<file path="src/verilog/fft_num_pkg.sv">
`default_nettype none

// Numeric types shared by the butterfly datapath and the register block
package fft_num_pkg;

    // ========================================
    // Default widths
    // ========================================

    // Width of one real or imaginary component
    localparam int DATA_W = 16;

    // Twiddle factors are Q1.15
    localparam int TWIDDLE_FRAC = 15;

    // Lanes instantiated by the top level unless overridden
    localparam int NUM_LANES_DEF = 4;

    // ========================================
    // Complex data
    // ========================================

    // One signed component in two's complement
    typedef logic signed [DATA_W-1:0] comp_t;

    // Real part in the upper half, imaginary part in the lower half
    typedef struct packed {
        comp_t re;
        comp_t im;
    } cplx_t;

endpackage

`default_nettype wire

</file>
<file path="src/verilog/fft_butterfly.sv">
`default_nettype none

module fft_butterfly #(
    parameter int DATA_W = 16
) (
    input  logic               clk_i,
    input  logic               reset_n_i,
    input  logic               start_i,
    input  logic               rescale_en_i,
    input  fft_num_pkg::cplx_t a_i,
    input  fft_num_pkg::cplx_t b_i,
    input  fft_num_pkg::cplx_t w_i,
    output logic               valid_o,
    output fft_num_pkg::cplx_t x_o,
    output fft_num_pkg::cplx_t y_o,
    output logic               ovf_o
);

    localparam int PROD_W = 2 * DATA_W + 1;

    // Valid and rescale travel alongside the data
    logic s1_valid;
    logic s1_rescale;
    logic s2_valid;
    logic s2_rescale;

    // Stage 1 data
    logic signed [DATA_W-1:0] s1_sum_re;
    logic signed [DATA_W-1:0] s1_sum_im;
    logic signed [DATA_W-1:0] s1_dif_re;
    logic signed [DATA_W-1:0] s1_dif_im;
    logic signed [DATA_W-1:0] s1_w_re;
    logic signed [DATA_W-1:0] s1_w_im;

    // Stage 2 data
    logic signed [PROD_W-1:0] mul_re;
    logic signed [PROD_W-1:0] mul_im;
    logic signed [DATA_W-1:0] s2_x_re;
    logic signed [DATA_W-1:0] s2_x_im;
    logic signed [DATA_W-1:0] s2_y_re;
    logic signed [DATA_W-1:0] s2_y_im;

    logic any_ovf;
    logic do_shift;

    // Result no longer fits after the extra bit of butterfly growth
    function automatic logic top_bits_differ(input logic [DATA_W-1:0] c);
        return c[DATA_W-1] ^ c[DATA_W-2];
    endfunction

    always_ff @(posedge clk_i or negedge reset_n_i) begin
        if (!reset_n_i) begin
            s1_valid   <= 1'b0;
            s1_rescale <= 1'b0;
            s2_valid   <= 1'b0;
            s2_rescale <= 1'b0;
            valid_o    <= 1'b0;
            ovf_o      <= 1'b0;
        end else begin
            s1_valid <= start_i;
            if (start_i) begin
                s1_rescale <= rescale_en_i;
            end
            s2_valid   <= s1_valid;
            s2_rescale <= s1_rescale;
            valid_o    <= s2_valid;
            ovf_o      <= s2_valid & do_shift;
        end
    end

    // ========================================
    // Stage 1: sum and difference, wrapping
    // ========================================
    always_ff @(posedge clk_i) begin
        if (start_i) begin
            s1_sum_re <= a_i.re + b_i.re;
            s1_sum_im <= a_i.im + b_i.im;
            s1_dif_re <= a_i.re - b_i.re;
            s1_dif_im <= a_i.im - b_i.im;
            s1_w_re   <= w_i.re;
            s1_w_im   <= w_i.im;
        end
    end

    // ========================================
    // Stage 2: (A-B)*W in Q1.15
    // ========================================
    always_comb begin
        mul_re = s1_dif_re * s1_w_re - s1_dif_im * s1_w_im;
        mul_im = s1_dif_re * s1_w_im + s1_dif_im * s1_w_re;
    end

    always_ff @(posedge clk_i) begin
        if (s1_valid) begin
            s2_x_re <= s1_sum_re;
            s2_x_im <= s1_sum_im;
            // Arithmetic shift by the fraction width, low bits kept
            s2_y_re <= mul_re[fft_num_pkg::TWIDDLE_FRAC +: DATA_W];
            s2_y_im <= mul_im[fft_num_pkg::TWIDDLE_FRAC +: DATA_W];
        end
    end

    // ========================================
    // Stage 3: overflow check and rescale
    // ========================================
    assign any_ovf = top_bits_differ(s2_x_re) | top_bits_differ(s2_x_im)
                   | top_bits_differ(s2_y_re) | top_bits_differ(s2_y_im);
    assign do_shift = s2_rescale & any_ovf;

    always_ff @(posedge clk_i) begin
        if (s2_valid) begin
            x_o.re <= do_shift ? (s2_x_re >>> 1) : s2_x_re;
            x_o.im <= do_shift ? (s2_x_im >>> 1) : s2_x_im;
            y_o.re <= do_shift ? (s2_y_re >>> 1) : s2_y_re;
            y_o.im <= do_shift ? (s2_y_im >>> 1) : s2_y_im;
        end
    end

endmodule

`default_nettype wire

</file>
<file path="config.mk">
export PLATFORM = sky130hd
export DESIGN_NAME = fft_butterfly
export DESIGN_NICKNAME = d
export VERILOG_FILES = /design/src/verilog/fft_num_pkg.sv /design/src/verilog/fft_butterfly.sv
export SDC_FILE = /design/constraint.sdc
export NUM_CORES = 2
export LEC_CHECK = 0
export BUFFER_PORTS_ARGS = -buffer_cell sky130_fd_sc_hd__buf_2
export CORE_MARGIN = 2
export CORE_UTILIZATION = 50
export DETAILED_ROUTE_END_ITERATION = 8
export HOLD_SLACK_MARGIN = 0.15
export PLACE_DENSITY = 0.66
export SLEW_MARGIN = 30
export SYNTH_ARGS = -nofsm -noshare
export SYNTH_HDL_FRONTEND = slang
export SYNTH_SLANG_ARGS = --single-unit
export TNS_END_PERCENT = 30
</file>
<file path="constraint.sdc">
create_clock -name clk_i -period 9.7 [get_ports clk_i]
set_input_delay 0.485 -clock clk_i [delete_from_list [all_inputs] [get_ports clk_i]]
set_output_delay 0.485 -clock clk_i [all_outputs]
set_load 0.01 [all_outputs]
</file>
After elaboration in Yosys (flattened, before gate mapping)
Index checks and enable logic that the tools add are counted.

Flip-flop bits (word level): 230. Input port bits: 100. Output and inout port bits: 66. Logic and storage cells: 43.

$add $sub $neg: 6. Multipliers: 4. Mux-type cells: 4. Bitwise operators: 9.

Operators by type and width (number): $mul A16 B16 Y31 (4); $mux W15 (4); $add A16 B16 Y16 (2); $sub A16 B16 Y16 (2); $add A31 B31 Y31 (1); $sub A31 B31 Y31 (1); $xor A1 B1 Y1 (4); $or A1 B1 Y1 (3); $and A1 B1 Y1 (2).

Logic depth before layout (Yosys ltp)
Depth after elaboration: 6. Gate-level depth with buffers: 28.

Worst setup path before layout
OpenSTA, ideal clock, no wires.

Kind: register -> register. Start: reg s1_dif_im[15]. End: reg s2_y_re[14] (data pin). Arrival: 7565 ps. Data required time: 9442 ps. Setup slack: 1877 ps. Stages on the path, launching flop included: 27. Path buffers: 2. Clock period less this slack: 7823 ps. Cells stage by stage: edfxtp_1 > clkbuf_1 > clkbuf_1 > nand2_1 > inv_1 > fa_1 > inv_1 > fa_1 > inv_1 > fa_1 > inv_1 > fa_1 > fa_1 > fa_1 > fa_1 > inv_1 > fa_1 > inv_1 > ha_1 > a21o_1 > a21o_1 > a211o_1 > o31a_1 > o41a_1 > a21o_1 > a21oi_2 > xnor2_1.

Longest elaborated chain between the ends: 2.

RTL lines: start, declared (line fft_butterfly.sv:31) `logic signed [DATA_W-1:0] s1_dif_im;`; start signal, assigned (line fft_butterfly.sv:79) `s1_dif_im <= a_i.im - b_i.im;`; $mul A16 B16 Y31 (line fft_butterfly.sv:89) `mul_re = s1_dif_re * s1_w_re - s1_dif_im * s1_w_im;`; $sub A31 B31 Y31 (line fft_butterfly.sv:89); named net mul_re[29] (line fft_butterfly.sv:36) `logic signed [PROD_W-1:0] mul_re;`; end signal, assigned (line fft_butterfly.sv:98) `s2_y_re <= mul_re[fft_num_pkg::TWIDDLE_FRAC +: DATA_W];`; end, declared (line fft_butterfly.sv:40) `logic signed [DATA_W-1:0] s2_y_re;`.

The timed path passes the listed nets, and every way through them passes these cells. A chain may end at the register's enable or synchronous reset.

Worst setup path in the final report
Start: reg s1_w_re[3]. End: reg s2_y_im[15] (data pin).

Longest elaborated chain between the ends: 2.

RTL lines: start, declared (line fft_butterfly.sv:32) `logic signed [DATA_W-1:0] s1_w_re;`; start signal, assigned (line fft_butterfly.sv:80) `s1_w_re <= w_i.re;`; $mul A16 B16 Y31 (line fft_butterfly.sv:90) `mul_im = s1_dif_re * s1_w_im + s1_dif_im * s1_w_re;`; $add A31 B31 Y31 (line fft_butterfly.sv:90); named net mul_im[30] (line fft_butterfly.sv:37) `logic signed [PROD_W-1:0] mul_im;`; end signal, assigned (line fft_butterfly.sv:99) `s2_y_im <= mul_im[fft_num_pkg::TWIDDLE_FRAC +: DATA_W];`; end, declared (line fft_butterfly.sv:41) `logic signed [DATA_W-1:0] s2_y_im;`.

The timed path passes the listed nets, and every way through them passes these cells.

==> impl_table.tex <==
\begin{tabular}{lr}
\hline
Metric & Value \\
\hline
\multicolumn{2}{l}{\textbf{Synth}} \\
\quad Number of warnings reported in the yosys synthesis log & 0 \\
\quad Synth area leader & sky130\_fd\_sc\_hd\_\_fa\_1 \\
\quad Number of flip-flops and latches in the synthesized netlist & 228 \\
\quad Synthesized net count & 6399 \\
\quad EDFF count, synth & 222 \\
\quad Most instantiated library cell after synthesis & sky130\_fd\_sc\_hd\_\_inv\_1 \\
\quad Mapped Avg Cell Area & 10.0 um2 \\
\quad Synth Cell Area & 48400 um2 \\
\quad Synthesized instance count & 4824 \\
\quad Compound-Gate Fraction of Synth Area & 2.12\% \\
\quad Fraction of synthesized area in multiplexers & 1.44\% \\
\quad Largest cells by area after synthesis & sky130\_fd\_sc\_hd\_\_fa\_1 (46\%), sky130\_fd\_sc\_hd\_\_edfxtp\_1 (14\%), sky130\_fd\_sc\_hd\_\_inv\_1 (10\%) \\
\quad Proportion of synthesized flip-flops having asynchronous set or reset & 2.63\% \\
\quad Top cells by count, synth & sky130\_fd\_sc\_hd\_\_inv\_1 (1350), sky130\_fd\_sc\_hd\_\_fa\_1 (1123), sky130\_fd\_sc\_hd\_\_nand2\_1 (554), sky130\_fd\_sc\_hd\_\_and2\_1 (435), sky130\_fd\_sc\_hd\_\_ha\_1 (352) \\
\quad Seq/Total Area, Yosys & 14.1\% \\
\quad Dominant combinational cell family by area after synthesis & adder cells \\
\quad XOR/XNOR share of the synthesized area & 2.53\% \\
\quad Post-synth top area share & 46.4\% \\
\quad Fraction of the mapped netlist area in adder cells & 55.5\% \\
\quad Prevailing post-synth register cell & sky130\_fd\_sc\_hd\_\_edfxtp\_1 \\
\quad Simple-gate share of the synthesized area & 12.2\% \\
\quad Synth unique cells & 57 \\
\multicolumn{2}{l}{\textbf{STA}} \\
\quad Relative slew margins & 29.3\% \\
\quad Count of endpoints failing setup in the final report & 0 \\
\quad Setup repair after global routing missed its margin & no \\
\quad Achievable Freq & 0.120 GHz \\
\quad Final sum of negative setup slack & 0 ns \\
\quad Worst-Margin Slew & 1.06 ns \\
\quad WHS & 0.229 ns \\
\quad Final Max Tran Viols & 0 \\
\quad Final period util & 85.8\% \\
\quad Final Hold Fails & 0 \\
\quad Worst setup skew after layout & 0.0457 ns \\
\quad Min Clock Period, post-route & 8.32 ns \\
\multicolumn{2}{l}{\textbf{Setup path}} \\
\quad Start-to-end type of the worst setup path & reg -> reg \\
\quad Data arrival time of the worst path & 8.71 ns \\
\quad Critical Path End Type & flip-flop \\
\quad R2R depth & 24 \\
\quad Highest net fanout along the worst path & 17 \\
\quad CP startpoint kind & flip-flop \\
\quad Required time of the critical path & 10.08 ns \\
\multicolumn{2}{l}{\textbf{Detailed routing}} \\
\quad Met2 WL & 56900 um \\
\quad Highest metal layer with signal wires & met4 \\
\quad Number of DRC markers after the initial detailed-route iteration & 2149 \\
\quad Drt wl/cell & 18.7 um \\
\quad DRT antenna net count & 0 \\
\quad DRC violation count after routing & 0 \\
\quad Met3 Routed Length & 7760 um \\
\quad Sum of routed wire segments on met1 & 47000 um \\
\quad Via density & 5.04 \\
\quad Total Wirelength & 117000 um \\
\quad Number of vias in the routed layout & 31.5k \\
\quad Count of TritonRoute iterations in the first routing pass & 5 \\
\multicolumn{2}{l}{\textbf{GRT}} \\
\quad Via count of the first global-routing pass & 34.4k \\
\quad Largest net degree at the start of global routing & 66 \\
\quad Initial antenna violation count & 3 \\
\quad Total global-route track usage & 25.0\% \\
\quad GR Overflow Total & 0 \\
\quad First-pass GRT wire length & 191000 um \\
\multicolumn{2}{l}{\textbf{Placed design}} \\
\quad Gpl congestion & 0.878 \\
\quad Number of port buffers & 165 \\
\quad DP HPWL & 96700 um \\
\quad Placed cell count & 6154 \\
\multicolumn{2}{l}{\textbf{Floorplanning}} \\
\quad IO Pins & 166 \\
\quad Initial Utilization & 50.2\% \\
\quad Die height & 315 um \\
\quad Overall die area & 99400 um2 \\
\quad Horizontal die dimension & 315 um \\
\quad Core outline area & 96400 um2 \\
\quad Number of standard-cell rows in the floorplan & 114 \\
\multicolumn{2}{l}{\textbf{Clock tree}} \\
\quad CTS tree & built \\
\quad Clock tree root driver cell & sky130\_fd\_sc\_hd\_\_clkbuf\_16 \\
\quad Number of hold buffers added after CTS & 34 \\
\quad Clock buffers created by TritonCTS & 30 \\
\quad Clock-pin slew on the worst setup and hold paths & 0.06 ns \\
\quad Number of post-CTS setup repair buffers & 0 \\
\quad Number of levels the H-tree was split into & 1 \\
\quad Clock insertion delay at the later pin of the skew report & 0.66 ns \\
\quad Post-CTS sizing & 0 \\
\quad Clock Path Buffers & 3 \\
\quad Number of clock sinks seen by CTS & 228 \\
\multicolumn{2}{l}{\textbf{Cells and area}} \\
\quad Non-filler cells in the finished layout & 6246 \\
\quad Fin nets & 6521 \\
\quad Post-Route Utilization & 54.2\% \\
\quad Area overhead of the layout relative to synthesis & 7.88\% \\
\quad Fraction of layout instances using a drive strength above 1 & 7.02\% \\
\multicolumn{2}{l}{\textbf{Outcome}} \\
\quad Run status & completed \\
\multicolumn{2}{l}{\textbf{Worst hold path}} \\
\quad Min-delay worst type & in -> async \\
\multicolumn{2}{l}{\textbf{Job}} \\
\quad Count of max-cap constraint violations & 0 \\
\hline
\end{tabular}
## cell families (layout without fill, tap and decap cells)
logic type,count (synthesis),in the layout
XOR/XNOR,140,140
AND/OR/NAND/NOR,1204,1204
other,0,1
flip-flops,228,228
buffers and inverters,1561,1706
AO/OA/AOI/OAI,154,154
adder cells (fa/ha/maj),1475,1475
multiplexers,62,62
## stage by stage
step	area, um2	worst slack, ns
finish	52300	1.38
global route	52300	0.986
CTS	52200	1.39
detailed placement	50900	1.43
global placement	50800	1.31
floorplan	48400	1.88
## routing by layer
metal / GRT usage (%) / up-vias
li1: - / 14126
met1: 33.6 / 16218
met2: 41.3 / 939
met3: 3.66 / 183
met4: 9.58 / 0
met5: 0 / -
## state kept, by name, indices dropped and copies added, names as in the netlist, 15 cells and up
name,count
y_o,32
s2_y_im,16
s1_dif_re,15
s1_sum_re,16
s2_x_re,16
x_o,32
s2_x_im,16
s1_w_im,16
s1_dif_im,15
s1_sum_im,16
s2_y_re,16
s1_w_re,16
## layout by cell type, fill, tap and decap left out, types with 5 or more instances in the layout
master / Yosys / final
sky130_fd_sc_hd__dlygate4sd3_1: 0 / 34
sky130_fd_sc_hd__a21boi_1: 5 / 5
sky130_fd_sc_hd__inv_6: 0 / 5
sky130_fd_sc_hd__inv_1: 1350 / 1350
sky130_fd_sc_hd__and2_1: 435 / 435
sky130_fd_sc_hd__o21ai_1: 18 / 18
sky130_fd_sc_hd__mux2_2: 23 / 23
sky130_fd_sc_hd__o21bai_1: 7 / 7
sky130_fd_sc_hd__nand3_1: 12 / 12
sky130_fd_sc_hd__buf_6: 0 / 5
sky130_fd_sc_hd__or3_1: 8 / 8
sky130_fd_sc_hd__clkinv_1: 1 / 7
sky130_fd_sc_hd__nand2_1: 554 / 554
sky130_fd_sc_hd__clkbuf_16: 0 / 30
sky130_fd_sc_hd__fa_1: 1123 / 1123
sky130_fd_sc_hd__o41ai_1: 6 / 5
sky130_fd_sc_hd__a21o_1: 13 / 13
sky130_fd_sc_hd__nor2b_1: 36 / 36
sky130_fd_sc_hd__o21a_1: 7 / 7
sky130_fd_sc_hd__xor2_1: 36 / 36
sky130_fd_sc_hd__nand2b_1: 35 / 35
sky130_fd_sc_hd__edfxtp_1: 222 / 222
sky130_fd_sc_hd__nor3_1: 20 / 20
sky130_fd_sc_hd__xnor2_1: 104 / 104
sky130_fd_sc_hd__ha_1: 352 / 352
sky130_fd_sc_hd__and3_1: 13 / 13
sky130_fd_sc_hd__nor2_1: 78 / 78
sky130_fd_sc_hd__mux2_1: 38 / 38
sky130_fd_sc_hd__a31oi_1: 7 / 7
sky130_fd_sc_hd__o21ai_0: 11 / 11
sky130_fd_sc_hd__buf_2: 4 / 164
sky130_fd_sc_hd__a21oi_1: 43 / 43
sky130_fd_sc_hd__buf_4: 0 / 93
## worst max-delay path, stage by stage (launching register included)
cell,delay (ns)
sky130_fd_sc_hd__edfxtp_1,0.90
sky130_fd_sc_hd__buf_4,0.37
sky130_fd_sc_hd__nand2_1,0.10
sky130_fd_sc_hd__fa_1,0.69
sky130_fd_sc_hd__inv_1,0.15
sky130_fd_sc_hd__fa_1,0.82
sky130_fd_sc_hd__inv_1,0.16
sky130_fd_sc_hd__fa_1,0.51
sky130_fd_sc_hd__inv_1,0.05
sky130_fd_sc_hd__fa_1,0.56
sky130_fd_sc_hd__fa_1,0.43
sky130_fd_sc_hd__fa_1,0.46
sky130_fd_sc_hd__fa_1,0.49
sky130_fd_sc_hd__inv_1,0.05
sky130_fd_sc_hd__fa_1,0.47
sky130_fd_sc_hd__inv_1,0.04
sky130_fd_sc_hd__ha_1,0.34
sky130_fd_sc_hd__a21o_1,0.20
sky130_fd_sc_hd__a21o_1,0.18
sky130_fd_sc_hd__a21o_1,0.18
sky130_fd_sc_hd__a21oi_1,0.12
sky130_fd_sc_hd__a21bo_2,0.27
sky130_fd_sc_hd__a211oi_2,0.29
sky130_fd_sc_hd__o21bai_2,0.09
sky130_fd_sc_hd__xnor2_1,0.12
## area by class of cell
type | count | area, um2
clock inverters | 24 | 255
diodes | 1 | 2.50
repair buffers | 300 | 1990
clock buffers | 31 | 754
flip-flops and latches | 228 | 6820
fillers | 8626 | 44200
well taps | 1276 | 1600
inverters | 1351 | 5070
multi-input cells | 3035 | 35800
## final timing paths
kind | start | to | slack, ns
max | s1_w_re[3] | s2_y_im[15] | 1.38
min | reset_n_i | s2_rescale | 0.23
max reg2reg | s1_w_re[3] | s2_y_im[15] | 1.38
min reg2reg | s1_rescale | s2_rescale | 0.37
max in group asynchronous | reset_n_i | s1_valid | 9.31
min in group clk_i | start_i | s1_valid | 0.26
Power is not shown: default switching activity piles up to over one toggle a cycle in this logic, so the estimate is an artifact.
