### src/verilog/fft_num_pkg.sv
`default_nettype none

// Numeric types shared by the butterfly datapath and the register block
package fft_num_pkg;

    // ========================================
    // Default widths
    // ========================================

    // Width of one real or imaginary component
    localparam int DATA_W = 16;

    // Twiddle factors are Q1.15
    localparam int TWIDDLE_FRAC = 15;

    // Lanes instantiated by the top level unless overridden
    localparam int NUM_LANES_DEF = 4;

    // ========================================
    // Complex data
    // ========================================

    // One signed component in two's complement
    typedef logic signed [DATA_W-1:0] comp_t;

    // Real part in the upper half, imaginary part in the lower half
    typedef struct packed {
        comp_t re;
        comp_t im;
    } cplx_t;

endpackage

`default_nettype wire

### src/verilog/fft_scale_tracker.sv
`default_nettype none

module fft_scale_tracker #(
    parameter int NUM_LANES = 4
) (
    input  logic                               clk_i,
    input  logic                               reset_n_i,
    input  logic                               clear_i,
    input  logic                               start_i,
    input  logic [NUM_LANES-1:0]               lane_valid_i,
    input  logic [NUM_LANES-1:0]               lane_ovf_i,
    input  fft_num_pkg::cplx_t [NUM_LANES-1:0] lane_x_i,
    input  fft_num_pkg::cplx_t [NUM_LANES-1:0] lane_y_i,
    output fft_num_pkg::cplx_t [NUM_LANES-1:0] x_o,
    output fft_num_pkg::cplx_t [NUM_LANES-1:0] y_o,
    output logic [NUM_LANES-1:0]               ovf_lanes_o,
    output logic [7:0]                         scale_factor_o,
    output logic [7:0]                         ovf_count_o,
    output logic                               done_o,
    output logic                               op_done_o
);

    typedef enum logic {
        TRK_IDLE,
        TRK_DRAIN
    } trk_state_e;

    trk_state_e state_q;
    trk_state_e state_d;
    logic [2:0] pending_q;
    logic [2:0] pending_d;
    logic       capture;
    logic [8:0] flag_cnt;
    logic [8:0] cnt_sum;

    // Lanes run in lockstep, so one capture covers all of them
    assign capture = (state_q == TRK_DRAIN) & (&lane_valid_i);

    always_comb begin
        pending_d = pending_q + 3'(start_i) - 3'(capture);
        state_d   = (pending_d != '0) ? TRK_DRAIN : TRK_IDLE;
    end

    // Flagged lanes in this operation
    always_comb begin
        flag_cnt = '0;
        for (int i = 0; i < NUM_LANES; i++) begin
            flag_cnt = flag_cnt + 9'(lane_ovf_i[i]);
        end
        cnt_sum = {1'b0, ovf_count_o} + flag_cnt;
    end

    always_ff @(posedge clk_i or negedge reset_n_i) begin
        if (!reset_n_i) begin
            state_q        <= TRK_IDLE;
            pending_q      <= '0;
            ovf_lanes_o    <= '0;
            scale_factor_o <= '0;
            ovf_count_o    <= '0;
            done_o         <= 1'b0;
            op_done_o      <= 1'b0;
        end else begin
            state_q   <= state_d;
            pending_q <= pending_d;
            op_done_o <= capture;
            if (start_i) begin
                done_o <= 1'b0;
            end else if (capture) begin
                done_o <= 1'b1;
            end
            if (capture) begin
                ovf_lanes_o <= lane_ovf_i;
            end
            if (clear_i) begin
                scale_factor_o <= '0;
                ovf_count_o    <= '0;
            end else if (capture) begin
                scale_factor_o <= scale_factor_o + 8'(|lane_ovf_i);
                // Saturates at 255
                ovf_count_o <= cnt_sum[8] ? 8'hFF : cnt_sum[7:0];
            end
        end
    end

    always_ff @(posedge clk_i) begin
        if (capture) begin
            x_o <= lane_x_i;
            y_o <= lane_y_i;
        end
    end

endmodule

`default_nettype wire

### config.mk
export PLATFORM = sky130hd
export DESIGN_NAME = fft_scale_tracker
export DESIGN_NICKNAME = d
export VERILOG_FILES = /design/src/verilog/fft_num_pkg.sv /design/src/verilog/fft_scale_tracker.sv
export SDC_FILE = /design/constraint.sdc
export NUM_CORES = 1
export LEC_CHECK = 0
export ABC_AREA = 1
export ABC_CLOCK_PERIOD_IN_PS = 4100
export BUFFER_PORTS_ARGS = -buffer_cell sky130_fd_sc_hd__buf_4
export CORE_AREA = 2 2 212 214
export DETAILED_ROUTE_END_ITERATION = 8
export DIE_AREA = 0 0 214 216
export GPL_ROUTABILITY_DRIVEN = 0
export PLACE_DENSITY = 0.53
export SLEW_MARGIN = 0
export SYNTH_ARGS = -nofsm -noshare
export SYNTH_HDL_FRONTEND = slang
export SYNTH_SLANG_ARGS = --single-unit
### constraint.sdc
create_clock -name clk_i -period 4.1 [get_ports clk_i]
set_input_delay 0.82 -clock clk_i [delete_from_list [all_inputs] [get_ports clk_i]]
set_output_delay 0.82 -clock clk_i [all_outputs]
set_load 0.02 [all_outputs]
[Word level (Yosys, flattened, before mapping)]
Cells that the tools add are included.
Cells by class
  add/subtract/negate cells: 7
  multiply operators: 0
  divide/modulo/power cells: 0
  magnitude comparators: 0
  equality and inequality tests: 0
  shift operators: 0
  multiplexer cells: 8
  bitwise logic cells: 1
  reduce and logical (&&, ||, !) cells: 5
Operator list (count)
  $mux 8: 5
  $add 8x4->9: 1
  $add 8x1->8: 1
  $add 3x1->4: 1
  $reduce_and 4->1: 1
  $reduce_bool 2->1: 2
  $reduce_or 4->1: 1
  $add 2x1->3: 1
  $add 3x1->3: 1
  $mux 1: 3
  $reduce_bool 3->1: 1
  $sub 3x1->3: 1
  $add 1x1->2: 1
  $and 1x1->1: 1
Storage, ports and cells
  register bits: 282
  bits in latches: 0
  memory bits (writable): 0
  memory bits (read-only): 0
  word-level logic and storage cells: 44
  memories: 0

[Depth between registers and ports, before layout]
Gate-level depths: netlist of run 1.
  word-level depth: 7
  depth in mapped cells: 11
  depth with buffers taken out: 11

[Worst setup path before layout of run 1]
OpenSTA, ideal clock, no wires.
  path type: input to register
  start: input port lane_valid_i[0]
  end: register state_q
  library setup time: 0.118 ns
  data arrival time: 3.579 ns
  slack: 0.404 ns
  stages on the path: 11
  path buffers: 1
  cells stage by stage: nand3_1 > nor2_2 > buf_6 > ha_1 > inv_1 > ha_1 > fa_1 > xor2_1 > xor2_1 > inv_1 > nand2_1
Between the ends
  word-level cells in the longest chain between the ends: 5
RTL lines
  start, declared: line fft_scale_tracker.sv:10  | input logic [NUM_LANES-1:0] lane_valid_i,
  $reduce_and 4->1: line fft_scale_tracker.sv:37  | assign capture = (state_q == TRK_DRAIN) & (&lane_valid_i);
  $and 1x1->1: line fft_scale_tracker.sv:37
  net capture: line fft_scale_tracker.sv:32  | logic capture;
  $sub 3x1->3: line fft_scale_tracker.sv:40  | pending_d = pending_q + 3'(start_i) - 3'(capture);
  net pending_d[2]: line fft_scale_tracker.sv:31  | logic [2:0] pending_d;
  $reduce_bool 3->1: line fft_scale_tracker.sv:41  | state_d = (pending_d != '0) ? TRK_DRAIN : TRK_IDLE;
  $mux 1: line fft_scale_tracker.sv:41
  net state_d: line fft_scale_tracker.sv:29  | trk_state_e state_d;
  end signal, assigned: line fft_scale_tracker.sv:63  | state_q <= state_d;
  end, declared: line fft_scale_tracker.sv:28  | trk_state_e state_q;
The timed path passes the listed nets, and every way through them passes these cells.
A chain may end at the register's enable or synchronous reset.

[Worst setup path after layout of run 1]
  start: input port lane_ovf_i[0]
  end: register ovf_count_o[1]
Between the ends
  word-level cells in the longest chain between the ends: 7
RTL lines
  start, declared: line fft_scale_tracker.sv:11  | input logic [NUM_LANES-1:0] lane_ovf_i,
  $add 1x1->2: line fft_scale_tracker.sv:48  | flag_cnt = flag_cnt + 9'(lane_ovf_i[i]);
  $add 2x1->3: line fft_scale_tracker.sv:48
  $add 3x1->4: line fft_scale_tracker.sv:48
  $add 8x4->9: line fft_scale_tracker.sv:50  | cnt_sum = {1'b0, ovf_count_o} + flag_cnt;
  $mux 8: line fft_scale_tracker.sv:80  | ovf_count_o <= cnt_sum[8] ? 8'hFF : cnt_sum[7:0];
  $mux 8: line fft_scale_tracker.sv:77  | end else if (capture) begin
  $mux 8: line fft_scale_tracker.sv:74  | if (clear_i) begin
  end signal, assigned: line fft_scale_tracker.sv:80
  end, declared: line fft_scale_tracker.sv:18  | output logic [7:0] ovf_count_o,
Every way passes these cells. The select of a mux whose other input is x is not followed.

==> qor.txt, run 1 <==
POWER
----------------------------------------------------------------------------------
Portion of total power attributed to the clock network ..............        42.2%
Leakage power .......................................................      6.32 nW
Comb pwr share ......................................................         8.3%
Power density over the cells ........................................  440 nW/um^2
Net switching power .................................................      1.47 mW
Switching portion of total power ....................................        22.1%
Maximum vdd drop ....................................................     0.232 mV
Power Internal ......................................................      5.17 mW
Sequential fraction of design power .................................        49.4%

ROUTING
----------------------------------------------------------------------------------
Routed vias/inst ....................................................         3.75
Detailed router's first-iteration violation count ...................          360
Total wire length ...................................................     29900 um
Via total after detailed routing ....................................         6136
# DRC ...............................................................            0
Count of TritonRoute iterations in the first routing pass ...........            4
Drt wl/cell .........................................................      18.3 um
Remaining number of nets flagged by the antenna check after routing .            0

GLOBAL ROUTING
----------------------------------------------------------------------------------
Largest net degree at the start of global routing ...................          168
Final global-route overflow total ...................................            0
Antenna violations before repair ....................................            4
First-pass GRT wire length ..........................................     41800 um
GR Util All Layers ..................................................        12.3%
Number of global-route vias before repair ...........................         6182

SYNTH
----------------------------------------------------------------------------------
Xor and xnor fraction of the mapped netlist area ....................       0.285%
Number of distinct library cells after synthesis ....................           29
Simple-gate share of the synthesized area ...........................        5.07%
Dominant combinational cell family by area after synthesis .......... simple AND/OR/NAND/NOR gates
Number of warnings printed during yosys synthesis ...................            0
Flop and latch count out of synthesis ...............................          282
Count of flip-flops with a built-in enable after synthesis ..........          256
Adder-Cell Fraction of Synth Area ...................................        1.68%
Largest area contributor in the synthesized netlist .................     edfxtp_1
Multiplexer area fraction after synthesis ...........................           0%
Combined area of all synthesized cells ..............................    9210 um^2
Fraction of post-synthesis cell area in the top cell type by area ...        83.5%
Area fraction in compound gates after synthesis .....................       0.965%
Ys flop type ........................................................     edfxtp_1
Number of nets produced by synthesis ................................          717
Post-synthesis area per instance ....................................    21.0 um^2
Top area cells in the synthesized netlist ........................... edfxtp_1, dfrtp_1, nand2_1, inv_1, fa_1
Post-synth ARST share ...............................................        9.22%
Share of the yosys chip area belonging to registers .................        90.5%
Syn Inst Count ......................................................          439

FLOORPLAN
----------------------------------------------------------------------------------
Full die area .......................................................   46200 um^2
Effective utilization at floorplan ..................................        21.0%
X dimension of the die ..............................................       214 um
Floorplan die height ................................................       216 um
Core Rows ...........................................................           77
IO Pins .............................................................          546
Standard cell core area .............................................   43800 um^2

CLOCKING
----------------------------------------------------------------------------------
Number of clock sinks ...............................................          282
Gates resized, CTS repair ...........................................            0
CTS root buf ........................................................    clkbuf_16
Hold-fix buffers at CTS .............................................            0
Clock transition at the registers of the reported paths .............      0.05 ns
TritonCTS buffer count ..............................................           34
Maximum buffer depth of the clock tree ..............................            3
Clk_lat worst skew ..................................................      0.52 ns
Htree depth .........................................................            2
Number of setup buffers added after CTS .............................            0
Clock tree from TritonCTS ...........................................        built

TIMING
----------------------------------------------------------------------------------
Worst Tran Pin Value ................................................      1.09 ns
Setup repair after global routing missed its margin .................           no
Final worst clock skew ..............................................    0.0143 ns
Final hold violations ...............................................            0
Setup-violating endpoint count in the final report ..................            0
Max-slew headroom ...................................................        27.5%
Final max-slew violation count ......................................            0
Final-layout setup total negative slack .............................         0 ns
Final clock period utilization by the worst path ....................        56.7%
Final critical-path required period .................................      2.33 ns
Max Fclk ............................................................      430 MHz

SETUP PATH
----------------------------------------------------------------------------------
Cell at the slowest stage of the critical path ......................         fa_1
Critical path class .................................................       in2reg
Most used cell along the critical path ..............................         fa_1
Worst reg2reg path endpoint .........................................      x_o[29]
Arr. time, crit path ................................................      2.78 ns
Reg2reg path depth ..................................................            4
Largest fanout on the critical path .................................            5
Startpoint types .................................................... primary input
WP data required ....................................................      4.55 ns
Endpoint type of the worst setup path ...............................     register
Reg2Reg Setup Slack .................................................      1.89 ns
Cells along the critical path ....................................... buf_4 -> fa_1 -> inv_1 -> fa_1 -> inv_1 -> fa_1 -> nand2_2 -> clkinv_2 -> nand3_2 -> nor2_1 -> o21ai_1 -> nand2_1
Critical path's largest stage delay .................................      0.53 ns
Origin of the critical flop-to-flop path ............................      state_q

MIN PATH
----------------------------------------------------------------------------------
Worst min-delay path category .......................................     in2async

CELLS AND AREA
----------------------------------------------------------------------------------
Net count, final ....................................................         1299
Fin util ............................................................        34.4%
Filler instances ....................................................         4291
Highest-count cells in the layout ignoring fill and taps ............ buf_4, edfxtp_1, nand2_1
Area added between synthesis and finish .............................        64.0%
Number of standard cells in the layout, taps in and fillers out .....         1637
Design area .........................................................   15100 um^2
Most common library cell in the layout ignoring fill and taps .......        buf_4
Fraction of final layout cells sized beyond drive strength 1 ........        58.7%

PLACEMENT
----------------------------------------------------------------------------------
Number of cells in the design after placement .......................         1577
Placed Area .........................................................   14100 um^2
HPWL Detailed .......................................................     22800 um
Port Buffers ........................................................          545

OUTCOME
----------------------------------------------------------------------------------
Result of the run ................................................... finished clean

JOB
----------------------------------------------------------------------------------
# Max-Cap Violations ................................................            0

area by class of cell:
type	instances	area, um^2	area share (%)
multi-input cells	124	742	4.91
clock buffers	42	902	5.97
flip-flops and latches	282	8340	55.2
repair buffers	548	4130	27.3
inverters	31	118	0.779
diodes	1	2.50	0.0166
well taps	592	741	4.91
clock inverters	17	129	0.854
worst max path at each step:
| stage | start | end | slack, ns | cells after the start |
|---|---|---|---|---|
| floorplan | lane_valid_i[0] | state_q | 0.40 | 11 |
| global placement | lane_ovf_i[0] | ovf_count_o[4] | 1.29 | 12 |
| detailed placement | lane_ovf_i[0] | ovf_count_o[4] | 1.27 | 12 |
| CTS | lane_ovf_i[0] | ovf_count_o[5] | 1.84 | 12 |
| global route | lane_ovf_i[0] | ovf_count_o[1] | 1.69 | 12 |
| finish | lane_ovf_i[0] | ovf_count_o[1] | 1.77 | 12 |
per-stage QoR:
step | power [mW] | hold WS, ns | worst slack [ns]
finish | 6.64 | 0.227 | 1.77
global route | 6.92 | 0.212 | 1.69
CTS | 6.77 | 0.192 | 1.84
detailed placement | 3.90 | 0.490 | 1.27
global placement | 3.89 | 0.485 | 1.29
floorplan | 3.54 | 0.509 | 0.404
power by group through the flow:
stage | sequential, mW | clock (mW) | combinational, mW
after floorplan | 3.43 | 0 | 0.114
after global placement | 3.34 | 0 | 0.554
after detailed placement | 3.34 | 0 | 0.563
after CTS | 3.28 | 2.92 | 0.564
after global routing | 3.29 | 3.03 | 0.599
final | 3.28 | 2.80 | 0.553
synth_stat cells (2+ instances only):
master and number:
nand3_1 9, ha_1 6, dfrtp_1 26, nand4_1 9
o21ai_2 2, nand2_2 3, nand3_2 2, inv_2 3
a21oi_1 3, xor2_1 2, o21ai_1 7, inv_1 27
nand2_1 56, nor2_1 11, edfxtp_1 256, fa_1 4
registers in the layout (all words and copies together) (netlist names):
register / count
op_done_o: 1
scale_factor_o: 8
x_o: 128
pending_q: 3
ovf_count_o: 8
state_q: 1
done_o: 1
ovf_lanes_o: 4
y_o: 128
kinds of logic (layout without fill, tap and decap cells):
logic type               Yosys count  in the layout
AND/OR/NAND/NOR                   96             96
AO/OA/AOI/OAI                     15             15
adder cells (fa/ha/maj)           10             10
buffers and inverters             33            638
XOR/XNOR                           3              3
other                              0              1
flip-flops                       282            282
critical path: cells and delay by family:
kind	cells	cell delay (ns)
buffers and inverters	4	0.41
AOI/OAI and AO/OA	1	0.07
and+or+nand+nor	4	0.37
adders and majority gates	3	1.10
layer usage:
layer	wire length, um	part of all wire, %	vias to the layer above	global-route usage, %
met5	40	0.13	-	0
met4	527	1.8	6	3.43
met3	2600	8.7	45	5.40
met2	15100	51	276	20.7
met1	11600	39	3009	14.4
li1	-	-	2800	-
Note: power is estimated with default switching activity, not from simulation.
==> run 2: changes to the inputs <==
--- a/config.mk
+++ b/config.mk
@@ -6,13 +6,13 @@
 export NUM_CORES = 1
 export LEC_CHECK = 0
 export ABC_AREA = 1
-export ABC_CLOCK_PERIOD_IN_PS = 4100
+export ABC_CLOCK_PERIOD_IN_PS = 1900
 export BUFFER_PORTS_ARGS = -buffer_cell sky130_fd_sc_hd__buf_4
-export CORE_AREA = 2 2 212 214
+export CORE_AREA = 2 2 210 212
 export DETAILED_ROUTE_END_ITERATION = 8
-export DIE_AREA = 0 0 214 216
+export DIE_AREA = 0 0 212 214
 export GPL_ROUTABILITY_DRIVEN = 0
-export PLACE_DENSITY = 0.53
+export PLACE_DENSITY = 0.55
 export SLEW_MARGIN = 0
 export SYNTH_ARGS = -nofsm -noshare
 export SYNTH_HDL_FRONTEND = slang
==> constraint.sdc (replaced) <==
create_clock -name clk_i -period 1.9 [get_ports clk_i]
set_input_delay 0.38 -clock clk_i [delete_from_list [all_inputs] [get_ports clk_i]]
set_output_delay 0.38 -clock clk_i [all_outputs]
set_load 0.02 [all_outputs]
==> run 2 against run 1 <==
Against the previous run:
- clock skew increased by 0.00064 ns
- wire length increased by 6.7%
- sequential power increased by 120%
- clock power increased by 120%
- first-iteration DRC count increased by 6.1%
- setup slack got worse by 1.7 ns
- die area decreased by 1.9%
- clock-buffer cell count increased by 1
- largest power group unchanged
- flip-flop and latch count unchanged
- core utilization increased by 4.1 points
==> qor.txt, run 2 (synthesized netlist as in run 1, its figures left out) <==
GLOBAL ROUTING
----------------------------------------------------------------------------------
GR Util All Layers ..................................................        13.3%
Number of global-route vias before repair ...........................         6895
Final global-route overflow total ...................................            0
First-pass GRT wire length ..........................................     44400 um
Antenna violations before repair ....................................            4
Largest net degree at the start of global routing ...................           73

OUTCOME
----------------------------------------------------------------------------------
Result of the run ................................................... finished clean

CLOCKING
----------------------------------------------------------------------------------
Maximum buffer depth of the clock tree ..............................            3
TritonCTS buffer count ..............................................           34
Number of setup buffers added after CTS .............................            0
Htree depth .........................................................            2
Clock transition at the registers of the reported paths .............      0.06 ns
Number of clock sinks ...............................................          282
Clk_lat worst skew ..................................................      0.52 ns
Clock tree from TritonCTS ...........................................        built
CTS root buf ........................................................    clkbuf_16

POWER
----------------------------------------------------------------------------------
Comb pwr share ......................................................        10.2%
Portion of total power attributed to the clock network ..............        41.7%
Power Internal ......................................................      11.4 mW
Maximum vdd drop ....................................................     0.572 mV
Switching portion of total power ....................................        22.6%
Power, Total ........................................................      14.8 mW
Power density over the cells ........................................  892 nW/um^2
Leakage power .......................................................      6.92 nW
Sequential fraction of design power .................................        48.1%
Net switching power .................................................      3.33 mW

CELLS AND AREA
----------------------------------------------------------------------------------
Number of standard cells in the layout, taps in and fillers out .....         1768
Fraction of final layout cells sized beyond drive strength 1 ........        53.7%
Net count, final ....................................................         1434
Filler instances ....................................................         3978
Largest registers ................................................... x_o: 128 flops, y_o: 128 flops
Area added between synthesis and finish .............................        79.6%
Most common library cell in the layout ignoring fill and taps .......        buf_4
Highest-count cells in the layout ignoring fill and taps ............ buf_4, edfxtp_1, dlygate4sd3_1

TIMING
----------------------------------------------------------------------------------
Final clock period utilization by the worst path ....................        96.2%
Setup repair after global routing missed its margin .................          yes
Final max-slew violation count ......................................            0
Worst Tran Pin Value ................................................     0.394 ns
Final critical-path required period .................................      1.83 ns
Final worst clock skew ..............................................    0.0150 ns
Final hold violations ...............................................            0
Max Fclk ............................................................      547 MHz
Max-slew headroom ...................................................        73.7%
Setup-violating endpoint count in the final report ..................            0

ROUTING
----------------------------------------------------------------------------------
Total wire length ...................................................     31900 um
Count of TritonRoute iterations in the first routing pass ...........            5
Remaining number of nets flagged by the antenna check after routing .            0
Via total after detailed routing ....................................         6646
Detailed router's first-iteration violation count ...................          382
# DRC ...............................................................            0
Drt wl/cell .........................................................      18.0 um
Routed vias/inst ....................................................         3.76

FLOORPLAN
----------------------------------------------------------------------------------
X dimension of the die ..............................................       212 um
Effective utilization at floorplan ..................................        21.5%
Full die area .......................................................   45400 um^2
Floorplan die height ................................................       214 um
IO Pins .............................................................          546
Standard cell core area .............................................   42900 um^2
Core Rows ...........................................................           76

SETUP PATH
----------------------------------------------------------------------------------
Arr. time, crit path ................................................      2.23 ns
Largest fanout on the critical path .................................            2
Reg2Reg Setup Slack .................................................      0.07 ns
Critical path class .................................................      reg2reg
Startpoint types ....................................................     register
WP data required ....................................................      2.30 ns
Endpoint type of the worst setup path ...............................     register

PLACEMENT
----------------------------------------------------------------------------------
Port Buffers ........................................................          545
HPWL Detailed .......................................................     23500 um
Number of cells in the design after placement .......................         1580

JOB
----------------------------------------------------------------------------------
# Max-Cap Violations ................................................            0

MIN PATH
----------------------------------------------------------------------------------
Worst min-delay path category .......................................       in2reg

-- run 2: cell types whose count changed in the layout (fill, tap and decap cells not counted), sizes merged --
cell         change
buf             +10
clkbuf           +1
clkinv           +1
clkinvlp         -1
diode            +2
dlygate4sd3    +125
-- run 2: layout make-up --
cell class / count / area [um^2] / share of cell area, %
multi-input combinational: 124 / 797 / 4.82
clock inverter: 17 / 126 / 0.764
clock buffer: 43 / 916 / 5.54
sequential: 282 / 8340 / 50.4
tap: 585 / 732 / 4.43
timing repair buffer: 683 / 5500 / 33.3
inverter: 31 / 121 / 0.734
antenna: 3 / 7.51 / 0.0454
-- run 2: power by group through the flow --
stage               clock [mW]  sequential [mW]  combinational [mW]
finish                    6.15             7.09                1.51
global route              6.62             7.11                1.63
CTS                       6.37             7.08                1.51
detailed placement           0             7.21                1.29
global placement             0             7.21                1.25
floorplan                    0             7.40               0.286
-- run 2: path summary, 6_finish.rpt --
check,start,endpoint,depth (start not counted)
min reg2reg,done_o,done_o,2
max reg2reg,state_q,state_q,10
max,state_q,state_q,10
min in group asynchronous,reset_n_i,ovf_count_o[0],2
min,lane_y_i[22],y_o[22],1
max in group asynchronous,reset_n_i,ovf_lanes_o[2],2
-- run 2: per-layer routing --
metal / up-vias / part of all wire (%) / global-route usage [%] / wire [um]
li1: 3081 / - / - / -
met1: 3201 / 38 / 14.9 / 12200
met2: 314 / 51 / 23.4 / 16200
met3: 48 / 8.4 / 4.82 / 2670
met4: 2 / 2.3 / 4.01 / 741
met5: - / 0.041 / 0 / 13
-- run 2: repair_timing --
action	in CTS	in global routing
hold buffers	125	0
resized for setup	0	1
setup endpoints to repair	0	1
endpoints found under the hold margin	150	0
-- run 2: critical path, cell delays in order (launching register included) --
cell and delay (ns):
dfrtp_1 0.41, nand3_4 0.08, nor2_4 0.05, ha_4 0.25
inv_2 0.04, ha_4 0.15, fa_2 0.35, xor2_2 0.16
xor2_1 0.15, inv_1 0.06, nand2_1 0.04
-- run 2: per-stage QoR --
| stage | hold WS (ns) | setup WS, ns | area, um^2 | util, % | TNS, ns |
|---|---|---|---|---|---|
| after floorplan | 0.0844 | -0.698 | 9280 | - | -3.23 |
| after global placement | 0.327 | -0.398 | 14200 | 33.2 | -2.80 |
| after detailed placement | 0.324 | -0.442 | 14200 | 33.2 | -3.29 |
| after CTS | 0.000179 | 0.0588 | 16500 | 38.5 | 0 |
| after global routing | 0.000371 | -0.00993 | 16500 | 38.6 | -0.00993 |
| final | 0.0414 | 0.0720 | 16500 | 38.6 | 0 |
==> run 3: changes to the inputs <==
--- a/config.mk
+++ b/config.mk
@@ -12,6 +12,7 @@
 export DETAILED_ROUTE_END_ITERATION = 8
 export DIE_AREA = 0 0 212 214
 export GPL_ROUTABILITY_DRIVEN = 0
+export GPL_TIMING_DRIVEN = 0
 export PLACE_DENSITY = 0.55
 export SLEW_MARGIN = 0
 export SYNTH_ARGS = -nofsm -noshare
==> run 3 against run 2 <==
Against the previous run:
- the flow now finishes with violations (setup timing)
- combinational power increased by 12%
- global-route usage increased by 0.96 points
- flip-flop and latch count stayed put
- core utilization rose by 2.4 points
- first-iteration DRC count increased by 6.3%
- register-to-register slack worse by 0.15 ns
- largest cell class unchanged
- largest power group unchanged
==> qor.txt, run 3 (synthesized netlist as in run 1, its figures left out) <==
OUTCOME
----------------------------------------------------------------------------------
Result of the run ................................................... finished with violations
Violations in the final reports ..................................... setup timing

JOB
----------------------------------------------------------------------------------
# Max-Cap Violations ................................................            0

ROUTING
----------------------------------------------------------------------------------
Via total after detailed routing ....................................         7000
Count of TritonRoute iterations in the first routing pass ...........            5
Total wire length ...................................................     34100 um
Routed vias/inst ....................................................         3.77
Drt wl/cell .........................................................      18.4 um
# DRC ...............................................................            0
Detailed router's first-iteration violation count ...................          406
Remaining number of nets flagged by the antenna check after routing .            0

MIN PATH
----------------------------------------------------------------------------------
Worst min-delay path category .......................................       in2reg

SETUP PATH
----------------------------------------------------------------------------------
Largest fanout on the critical path .................................            3
WP data required ....................................................      2.35 ns
Critical path's largest stage delay .................................      0.40 ns
Endpoint type of the worst setup path ...............................     register
Critical path class .................................................      reg2reg
Cells along the critical path ....................................... nand3_4 -> nor2_4 -> buf_16 -> ha_4 -> inv_2 -> ha_4 -> fa_2 -> xor2_1 -> xor2_1 -> inv_1 -> nand2_1
Reg2Reg Setup Slack .................................................     -0.08 ns
Cell at the slowest stage of the critical path ......................      dfrtp_1
Startpoint types ....................................................     register
Number of buffers and inverters on the critical path ................            3
Arr. time, crit path ................................................      2.44 ns
Dominant delay contributor by cell family on the critical path ......  adder cells

CELLS AND AREA
----------------------------------------------------------------------------------
Most common library cell in the layout ignoring fill and taps .......        buf_4
Fraction of final layout cells sized beyond drive strength 1 ........        49.5%
Largest registers ................................................... x_o: 128 flops, y_o: 128 flops
Area added between synthesis and finish .............................        90.9%
Highest-count cells in the layout ignoring fill and taps ............ buf_4, edfxtp_1, dlygate4sd3_1
Design area .........................................................   17600 um^2
Filler instances ....................................................         3885
Number of standard cells in the layout, taps in and fillers out .....         1859
Net count, final ....................................................         1525

TIMING
----------------------------------------------------------------------------------
Final critical-path required period .................................      1.98 ns
Worst Tran Pin Value ................................................     0.389 ns
Final worst clock skew ..............................................    0.0157 ns
Setup repair after global routing missed its margin .................          yes
Final-layout setup total negative slack .............................   -0.0827 ns
Max Fclk ............................................................      504 MHz
Max-slew headroom ...................................................        74.1%
Final hold violations ...............................................            0
Final critical-path setup slack .....................................   -0.0823 ns
Final max-slew violation count ......................................            0
Final clock period utilization by the worst path ....................         104%
Setup-violating endpoint count in the final report ..................            2

PLACEMENT
----------------------------------------------------------------------------------
Port Buffers ........................................................          545
HPWL Detailed .......................................................     22300 um
Number of cells in the design after placement .......................         1569
Placed Area .........................................................   14100 um^2

CLOCKING
----------------------------------------------------------------------------------
TritonCTS buffer count ..............................................           35
Clock tree from TritonCTS ...........................................        built
Maximum buffer depth of the clock tree ..............................            3
Clk_lat worst skew ..................................................      0.53 ns
CTS root buf ........................................................    clkbuf_16
Number of clock sinks ...............................................          282
Clock transition at the registers of the reported paths .............      0.06 ns
Htree depth .........................................................            2

POWER
----------------------------------------------------------------------------------
Power, Total ........................................................      15.3 mW
Maximum vdd drop ....................................................     0.679 mV
Power density over the cells ........................................  870 nW/um^2
Leakage power .......................................................      7.35 nW

GLOBAL ROUTING
----------------------------------------------------------------------------------
Antenna violations before repair ....................................            3
First-pass GRT wire length ..........................................     47700 um
GR Util All Layers ..................................................        14.3%
Final global-route overflow total ...................................            0
Largest net degree at the start of global routing ...................          134
Number of global-route vias before repair ...........................         7603

FLOORPLAN
----------------------------------------------------------------------------------
X dimension of the die ..............................................       212 um
IO Pins .............................................................          546
Floorplan die height ................................................       214 um
Effective utilization at floorplan ..................................        21.5%
Standard cell core area .............................................   42900 um^2
Core Rows ...........................................................           76
Full die area .......................................................   45400 um^2

==> run 3: routing by layer <==
| metal | part of all wire, % | GRT usage [%] |
|---|---|---|
| met4 | 2.7 | 4.62 |
| met3 | 7.6 | 4.69 |
| met2 | 51 | 25.2 |
| met5 | 0.079 | 0 |
| met1 | 38 | 16.1 |
==> run 3: final cells by class <==
type	instances	area [um^2]	share of cell area, %
Clock buffer	41	920	5.23
Timing Repair Buffer	771	6450	36.7
Buffer	2	32.5	0.185
Clock inverter	22	201	1.15
Antenna cell	1	2.50	0.0142
Sequential cell	282	8340	47.4
Tap cell	585	732	4.16
Inverter	31	121	0.690
Multi-Input combinational cell	124	790	4.49
==> run 3: power by group <==
part           switching (mW)  total [mW]  internal, mW
registers              0.0762        7.08          7.01
logic                   0.727        1.69         0.965
clock network            2.62        6.51          3.89
total                    3.43        15.3          11.9
==> run 3: path summary, 6_finish.rpt <==
check / from / endpoint / depth (start not counted)
worst max-delay path: state_q / state_q / 11
worst min-delay path: lane_y_i[28] / y_o[28] / 1
worst max register to register: state_q / state_q / 11
worst min register to register: ovf_lanes_o[3] / ovf_lanes_o[3] / 2
max in group asynchronous: reset_n_i / op_done_o / 2
min in group asynchronous: reset_n_i / scale_factor_o[0] / 2
==> run 3: repair_timing <==
item / 4_1_cts / 5_1_grt
setup endpoints to repair: 273 / 130
gates resized for setup: 1 / 0
hold endpoints to repair: 243 / 0
hold buffers: 218 / 0
setup buffers: 3 / 0
pin swaps: 2 / 1
cloned: 4 / 1
==> run 3: stage by stage <==
| step | setup WS (ns) | utilization (%) | hold WS, ns |
|---|---|---|---|
| floorplan | -0.698 | - | 0.0844 |
| detailed placement | -1.25 | 32.9 | 0.334 |
| global route | -0.163 | 41.0 | 0.00247 |
| finish | -0.0823 | 41.0 | 0.0402 |
| CTS | -0.0871 | 40.9 | 0.0000316 |
| global placement | -1.17 | 32.9 | 0.330 |
